## config.mk

```make
export PLATFORM = sky130hd
export DESIGN_NAME = ice_ctrl_top
export DESIGN_NICKNAME = d
export VERILOG_FILES = /design/src/hdl/cmd_pkg.sv /design/src/hdl/cmd_if.sv /design/src/hdl/cmd6_capture.sv /design/src/hdl/cmd_exec.sv /design/src/hdl/ice_ctrl_top.sv /design/src/hdl/serial_link.sv
export SDC_FILE = /design/constraint.sdc
export NUM_CORES = 1
export LEC_CHECK = 0
export ABC_CLOCK_PERIOD_IN_PS = 12200
export BUFFER_PORTS_ARGS = -buffer_cell sky130_fd_sc_hd__buf_2
export CAP_MARGIN = 20
export CORE_UTILIZATION = 45
export CTS_BUF_LIST = sky130_fd_sc_hd__clkbuf_8 sky130_fd_sc_hd__clkbuf_16
export DETAILED_ROUTE_END_ITERATION = 10
export GPL_ROUTABILITY_DRIVEN = 0
export PLACE_DENSITY = 0.62
export SETUP_SLACK_MARGIN = 0.05
export SLEW_MARGIN = 20
export SYNTH_ARGS = -nofsm -noshare
export SYNTH_HDL_FRONTEND = slang
export SYNTH_SLANG_ARGS = --single-unit
```

## constraint.sdc

```tcl
create_clock -name sd_datInWrite_clk -period 12.2 [get_ports sd_datInWrite_clk]
set_clock_uncertainty 0.1 [all_clocks]
set_input_delay 2.44 -clock sd_datInWrite_clk [delete_from_list [all_inputs] [get_ports sd_datInWrite_clk]]
set_output_delay 2.44 -clock sd_datInWrite_clk [all_outputs]
set_load 0.05 [all_outputs]
```

## src/hdl/cmd_pkg.sv

```systemverilog
package cmd_pkg;

    // ========================================
    // Message and response framing
    // ========================================
    localparam int msg_len = 64;
    localparam int resp_len = 64;
    localparam int msg_type_len = 8;
    localparam int msg_arg_len = msg_len - msg_type_len;
    localparam int msg_type_resp_bit = 6;    // Set when a response follows

    typedef logic [msg_len-1:0] msg_t;
    typedef logic [msg_type_len-1:0] msg_type_t;
    typedef logic [msg_arg_len-1:0] msg_arg_t;
    typedef logic [resp_len-1:0] resp_t;

    // Type codes, bit 7 doubles as the start bit
    localparam msg_type_t MSG_ECHO = 8'hC0;
    localparam msg_type_t MSG_DATIN_STATUS = 8'hC1;
    localparam msg_type_t MSG_LED_SET = 8'h80;
    localparam msg_type_t MSG_DATIN_ACK = 8'h81;

    typedef logic [3:0] led_t;

    // ========================================
    // DatIn block stream
    // ========================================
    typedef logic [15:0] datin_word_t;
    typedef logic [3:0] access_mode_t;

    localparam int block_words = 32;          // 512 bits of 16-bit words
    localparam int cmd6_word_idx = 8;         // Word holding the access-mode nibble
    localparam int access_mode_lsb = 8;
    typedef logic [$clog2(block_words)-1:0] word_cnt_t;

    // Status response fields
    localparam int resp_done_bit = 63;
    localparam int resp_mode_lsb = 0;

    function automatic resp_t echo_resp(msg_arg_t arg);
        return {{(resp_len - msg_arg_len){1'b0}}, arg};
    endfunction

    function automatic resp_t status_resp(logic done, access_mode_t mode);
        resp_t r;
        r = '0;
        r[resp_done_bit] = done;
        r[resp_mode_lsb +: $bits(access_mode_t)] = mode;
        return r;
    endfunction

endpackage

```

## src/hdl/cmd_if.sv

```systemverilog
`timescale 1ns/1ns

// Decoded message from the serial link, response back from the executor
interface cmd_if;
    import cmd_pkg::*;

    logic msg_strobe;       // One cycle, type and arg valid with it
    msg_type_t msg_type;
    msg_arg_t msg_arg;
    resp_t resp;            // Held from the edge after the strobe

    modport link (
        output msg_strobe,
        output msg_type,
        output msg_arg,
        input resp
    );

    modport exec (
        input msg_strobe,
        input msg_type,
        input msg_arg,
        output resp
    );

endinterface

```

## src/hdl/cmd6_capture.sv

```systemverilog
`timescale 1ns/1ns

module cmd6_capture (
    input logic sd_datInWrite_clk,
    input logic spi_rst_,
    input logic datin_rst,
    input logic datin_trigger,
    input cmd_pkg::datin_word_t datin_data,
    input logic done_clear,
    output cmd_pkg::access_mode_t access_mode,
    output logic block_done
);
    import cmd_pkg::*;

    word_cnt_t word_idx;
    logic block_full;    // Last word taken, waiting for datin_rst
    logic accept;
    logic last_word;

    assign accept = datin_trigger && !datin_rst && !block_full;
    assign last_word = (word_idx == word_cnt_t'(block_words - 1));

    // ========================================
    // Word index and capture
    // ========================================
    always_ff @(posedge sd_datInWrite_clk or negedge spi_rst_) begin
        if (!spi_rst_) begin
            word_idx <= '0;
            block_full <= 1'b0;
            access_mode <= '0;
        end else if (datin_rst) begin
            word_idx <= '0;          // New block, mode kept
            block_full <= 1'b0;
        end else if (accept) begin
            word_idx <= word_idx + 1'b1;
            if (last_word) block_full <= 1'b1;
            if (word_idx == word_cnt_t'(cmd6_word_idx)) begin
                access_mode <= datin_data[access_mode_lsb +: $bits(access_mode_t)];
            end
        end
    end

    // Sticky done, a finishing block wins over a clear
    always_ff @(posedge sd_datInWrite_clk or negedge spi_rst_) begin
        if (!spi_rst_) begin
            block_done <= 1'b0;
        end else if (accept && last_word) begin
            block_done <= 1'b1;
        end else if (done_clear) begin
            block_done <= 1'b0;
        end
    end

    a_no_word_past_block: assert property (
        @(posedge sd_datInWrite_clk) disable iff (!spi_rst_)
        block_full && !datin_rst |-> !datin_trigger
    );

endmodule

```

## src/hdl/cmd_exec.sv

```systemverilog
`timescale 1ns/1ns

module cmd_exec (
    input logic sd_datInWrite_clk,
    input logic spi_rst_,
    cmd_if.exec link,
    output cmd_pkg::led_t led,
    input cmd_pkg::access_mode_t access_mode,
    input logic block_done,
    output logic done_clear
);
    import cmd_pkg::*;

    logic is_echo;
    logic is_status;
    logic is_led_set;
    logic is_ack;
    resp_t resp_q;

    // ========================================
    // Decode on the strobe
    // ========================================
    assign is_echo = link.msg_strobe && (link.msg_type == MSG_ECHO);
    assign is_status = link.msg_strobe && (link.msg_type == MSG_DATIN_STATUS);
    assign is_led_set = link.msg_strobe && (link.msg_type == MSG_LED_SET);
    assign is_ack = link.msg_strobe && (link.msg_type == MSG_DATIN_ACK);

    // Other type codes fall through every decode above

    assign done_clear = is_ack;    // Clears the sticky flag next edge
    assign link.resp = resp_q;

    // LED register
    always_ff @(posedge sd_datInWrite_clk or negedge spi_rst_) begin
        if (!spi_rst_) begin
            led <= '0;
        end else if (is_led_set) begin
            led <= link.msg_arg[$bits(led_t)-1:0];
        end
    end

    // Response word, only replaced by messages that answer
    always_ff @(posedge sd_datInWrite_clk) begin
        if (is_echo) begin
            resp_q <= echo_resp(link.msg_arg);
        end else if (is_status) begin
            resp_q <= status_resp(block_done, access_mode);
        end
    end

    // Clear pulse rides on one strobe and never stretches
    a_clear_on_strobe: assert property (
        @(posedge sd_datInWrite_clk) disable iff (!spi_rst_)
        done_clear |-> link.msg_strobe ##1 !done_clear
    );

endmodule

```

## src/hdl/ice_ctrl_top.sv

```systemverilog
`timescale 1ns/1ns

module ice_ctrl_top #(
    parameter int turnaround_cycles = 8
) (
    input logic sd_datInWrite_clk,
    input logic spi_rst_,

    // Serial command port
    input logic data_in,
    output logic data_out,
    output logic data_out_en,

    output cmd_pkg::led_t led,

    // DatIn word stream
    input logic datin_rst,
    input logic datin_trigger,
    input cmd_pkg::datin_word_t datin_data
);
    import cmd_pkg::*;

    access_mode_t access_mode;
    logic block_done;
    logic done_clear;

    cmd_if link_if ();

    // ========================================
    // Serial link
    // ========================================
    serial_link #(
        .turnaround_cycles(turnaround_cycles)
    ) serial_link_inst (
        .sd_datInWrite_clk(sd_datInWrite_clk),
        .spi_rst_(spi_rst_),
        .data_in(data_in),
        .data_out(data_out),
        .data_out_en(data_out_en),
        .link(link_if.link)
    );

    // ========================================
    // Message execution
    // ========================================
    cmd_exec cmd_exec_inst (
        .sd_datInWrite_clk(sd_datInWrite_clk),
        .spi_rst_(spi_rst_),
        .link(link_if.exec),
        .led(led),
        .access_mode(access_mode),
        .block_done(block_done),
        .done_clear(done_clear)
    );

    // CMD6 status block watcher
    cmd6_capture cmd6_capture_inst (
        .sd_datInWrite_clk(sd_datInWrite_clk),
        .spi_rst_(spi_rst_),
        .datin_rst(datin_rst),
        .datin_trigger(datin_trigger),
        .datin_data(datin_data),
        .done_clear(done_clear),
        .access_mode(access_mode),
        .block_done(block_done)
    );

endmodule

```

## src/hdl/serial_link.sv

```systemverilog
`timescale 1ns/1ns

module serial_link #(
    parameter int turnaround_cycles = 8
) (
    input logic sd_datInWrite_clk,
    input logic spi_rst_,
    input logic data_in,
    output logic data_out,
    output logic data_out_en,
    cmd_if.link link
);
    import cmd_pkg::*;

    // Counter has to reach the longest of the three phases
    localparam int cnt_top = (msg_len - 2 > resp_len - 1) ? msg_len - 2 : resp_len - 1;
    localparam int cnt_max = (turnaround_cycles - 1 > cnt_top) ? turnaround_cycles - 1 : cnt_top;
    localparam int cnt_w = $clog2(cnt_max + 1);

    typedef enum logic [1:0] {
        idle,
        msg_in,
        turnaround,
        resp_out
    } link_state_t;

    link_state_t state;
    logic [cnt_w-1:0] cnt;
    logic strobe_q;
    msg_t msg_sr;
    resp_t resp_sr;

    assign link.msg_strobe = strobe_q;
    assign link.msg_type = msg_sr[msg_len-1 -: msg_type_len];
    assign link.msg_arg = msg_sr[msg_arg_len-1:0];

    // ========================================
    // Control FSM
    // ========================================
    always_ff @(posedge sd_datInWrite_clk or negedge spi_rst_) begin
        if (!spi_rst_) begin
            state <= idle;
            cnt <= '0;
            strobe_q <= 1'b0;
            data_out <= 1'b0;
            data_out_en <= 1'b0;
        end else begin
            strobe_q <= 1'b0;
            case (state)
                idle: begin
                    if (data_in) begin    // Start bit is msg bit 63
                        cnt <= cnt_w'(msg_len - 2);
                        state <= msg_in;
                    end
                end

                msg_in: begin
                    if (cnt == '0) begin
                        strobe_q <= 1'b1;
                        cnt <= cnt_w'(turnaround_cycles - 1);
                        state <= turnaround;
                    end else begin
                        cnt <= cnt - 1'b1;
                    end
                end

                turnaround: begin
                    if (cnt != '0) begin
                        cnt <= cnt - 1'b1;
                    end else if (link.msg_type[msg_type_resp_bit]) begin
                        // First response bit goes out on this edge
                        data_out <= link.resp[resp_len-1];
                        data_out_en <= 1'b1;
                        cnt <= cnt_w'(resp_len - 1);
                        state <= resp_out;
                    end else begin
                        state <= idle;    // No answer expected
                    end
                end

                resp_out: begin
                    if (cnt == '0) begin
                        data_out <= 1'b0;
                        data_out_en <= 1'b0;
                        state <= idle;
                    end else begin
                        data_out <= resp_sr[resp_len-1];
                        cnt <= cnt - 1'b1;
                    end
                end

                default: state <= idle;
            endcase
        end
    end

    // ========================================
    // Shift registers
    // ========================================
    always_ff @(posedge sd_datInWrite_clk) begin
        if ((state == idle && data_in) || state == msg_in) begin
            msg_sr <= {msg_sr[msg_len-2:0], data_in};
        end

        if (state == turnaround && cnt == '0) begin
            resp_sr <= link.resp << 1;    // Bit 63 already on data_out
        end else if (state == resp_out) begin
            resp_sr <= resp_sr << 1;
        end
    end

    // Output only drives while a response is running
    a_out_en_in_resp: assert property (
        @(posedge sd_datInWrite_clk) disable iff (!spi_rst_)
        data_out_en |-> state == resp_out
    );

    a_strobe_single: assert property (
        @(posedge sd_datInWrite_clk) disable iff (!spi_rst_)
        link.msg_strobe |=> !link.msg_strobe
    );

endmodule

```

==> results.toml <==
[logic_synthesis]
synthSimpleGateAreaFrac_pct = 8.332
synth_nets = 471
synthMuxAreaShare_pct = 9.462
syn_inst = 446
synthArstFlopShare_pct = 12.38
syn_area_um2 = 7974
synth_top_family_by_area = "multiplexers"
synth-edff-count = 183
synth_flop_cell = "edfxtp_1"
synth_xor_area_share_pct = 0.4394
yosys_register_bits = 210
synth_compound_area_share_pct = 2.181
yosysUniqueCellTypes = 44
synthAdderAreaFrac_pct = 0.6276
syn_area_per_cell_um2 = 17.88
yosysWarnings = 0
yosysSeqAreaShare_pct = 77.33

[clock_tree]
cts-root-buf = "clkbuf_16"
cts_hold_buf = 0
cts-htree-levels = 1
clockBufferDepth = 3
worstSkewPairLatency_ns = 0.49
clock_sinks = 210
cts_tree = "yes"
clk_pin_slew_worst_paths_ns = 0.06
cts.repair.resized = 0
cts_buffers = 21
post_cts_buffers = 0

[power]
p_leak_nw = 3.354
swShare_pct = 24.43
pwr-share-seq_pct = 57.0
pwr-share-clk_pct = 29.6
p_sw_mw = 0.5421
internal_power_mw = 1.677
comb_power_share_pct = 13.4
powerDensity_nw_per_um2 = 246.8
peakVddDrop_mv = 0.1388

[timing]
hold_viol = 0
finalSetupViolations = 0
rsz0062_at_grt = "no"
slew-limit-headroom_pct = 44.39
fin_crit_ns = 3.666
slew_violations = 0
fmax_mhz = 272.7
post-route-period-util_pct = 30.05
max_slew.worst_pin.slew_ns = 0.8342
finalSetupTns_ns = 0
hold_ws_ns = 0.3347

[worst_setup_path]
reg2reg_depth = 7
r2r_setup_slack_ns = 9.12
critPathKind = "input port to register"
cp.required_ns = 12.47
critical_path.startpoint = "datin_rst"
cp-endpoint = "cmd6_capture_inst.access_mode[0]"
endpoint_kind = "register"
setup.worst_path.start_class = "input port"
r2r-end = "serial_link_inst.resp_sr[56]"
r2r-start = "serial_link_inst.cnt[0]"
arrival_ns = 3.93
worst-path-max-fanout = 7

[global_route]
grt_max_degree = 65
grt_antenna_before_repair = 0
grt_usage_pct = 12.84
grt-ovfl-total = 0
grt_pass1_wl_um = 18680
grt_pass1_vias = 3736

[floorplan]
start_util_pct = 46.10
core_area_um2 = 17300
ios = 27
row_count = 48
die_h_um = 135.1
dieArea_um2 = 18260
die_w_um = 135.1

[drt]
wl_per_cell_um = 15.14
drt_iter0_markers = 220
drc = 0
dr_total_vias = 3588
viasPerCell = 5.032
firstDrtPassIters = 5
wirelength_um = 10790
antenna_left = 0

[hold_path]
hp-class = "register to register"

[cells_and_area]
layout_commonest_cell = "edfxtp_1"
diodes = 0
syn_to_final_growth_pct = 12.77
layout.nets = 498
layout-drive-gt1-share_pct = 24.80
mostFrequentLayoutCells = "edfxtp_1 (183), mux2_2 (65), and2_1 (53), dfrtp_1 (26), clkbuf_16 (21)"

[place]
dp_hpwl_um = 5657
io_buffers = 14

[job]
drv_cap = 0

[outcome]
status = "complete, no violations"
==> metrics by stage <==
stage	utilization (%)	instance area, um2	power [mW]	setup WS [ns]	std cells
5_1_grt	51.99	8992	2.338	8.384	713
3_3_place_gp	47.84	8275	1.566	8.072	675
2_1_floorplan	-	7974	1.479	6.456	446
6_report	51.99	8992	2.219	8.534	713
4_1_cts	51.99	8992	2.249	8.522	713
3_5_place_dp	47.84	8275	1.585	8.026	675
==> metal layers <==
layer  GRT usage, %  vias to the layer above  part of all wire (%)  wire (um)
met3          2.590                       18                   4.3        467
li1               -                     1723                     -          -
met2          20.68                       70                    48       5199
met1          17.55                     1777                    46       4969
met5              0                        -                     0          0
met4          4.120                        0                   1.5        157
==> synth_stat cells, types with 3 or more instances <==
cell type,count,area (um2)
nand2_1,9,33.78
inv_1,7,26.28
clkbuf_1,7,26.28
and2_1,54,337.8
ha_1,4,50.05
nor2b_1,9,56.30
buf_6,6,67.56
dfrtp_1,26,650.6
nor2_1,18,67.56
edfxtp_1,183,5495
xor2_1,3,26.28
o21ai_0,6,30.03
nand4_1,3,18.77
mux2_2,65,732.0
a21oi_1,6,30.03
==> layout make-up <==
class,instances,area (um2)
inverters,7,26.28
fillers,1392,8304
repair buffers,19,107.6
multi-input cells,214,1694
clock buffers,22,539.3
flip-flops and latches,210,6166
clock inverters,16,177.7
well taps,225,281.5
==> worst max-delay path, stage by stage <==
cell	delay, ns
buf_2	0.15
nor3b_1	0.63
nand4_1	0.36
mux2_2	0.36
==> kinds of logic (layout without fill, tap and decap cells) <==
logic type,Yosys count,in the layout
mux,67,67
simple gates,113,113
flops,210,210
xor+xnor,4,4
buf+inv,22,64
compound gates,26,26
fa+ha+maj,4,4
==> registers in the layout, summed over array words and instances, names as in the netlist <==
name / count
serial_link_inst.state: 2
cmd6_capture_inst.word_idx: 5
serial_link_inst.resp_sr: 63
cmd6_capture_inst.block_done: 1
serial_link_inst.data_out_en: 1
cmd6_capture_inst.access_mode: 4
cmd_exec_inst.led: 4
cmd_exec_inst.link.resp: 57
cmd6_capture_inst.block_full: 1
serial_link_inst.data_out: 1
serial_link_inst.cnt: 6
serial_link_inst.link.msg_strobe: 1
serial_link_inst.msg_sr: 64
==> worst min-delay path by stage <==
stage          slack [ns]  cells past startpoint                          end                         from
3_3_place_gp         0.32                      0  serial_link_inst.msg_sr[27]  serial_link_inst.msg_sr[26]
2_1_floorplan        0.32                      0  serial_link_inst.msg_sr[10]   serial_link_inst.msg_sr[9]
6_report             0.33                      0  serial_link_inst.msg_sr[52]  serial_link_inst.msg_sr[51]
5_1_grt              0.35                      0  serial_link_inst.msg_sr[10]   serial_link_inst.msg_sr[9]
4_1_cts              0.34                      0  serial_link_inst.msg_sr[28]  serial_link_inst.msg_sr[27]
3_5_place_dp         0.32                      0  serial_link_inst.msg_sr[28]  serial_link_inst.msg_sr[27]
==> power groups by stage <==
| stage | clock (mW) | combinational, mW | sequential [mW] |
|---|---|---|---|
| finish | 0.657 | 0.297 | 1.26 |
| global route | 0.703 | 0.334 | 1.30 |
| CTS | 0.675 | 0.305 | 1.27 |
| detailed placement | 0 | 0.310 | 1.28 |
| global placement | 0 | 0.291 | 1.27 |
| floorplan | 0 | 0.225 | 1.25 |
Power figures use the tool's default switching activity.
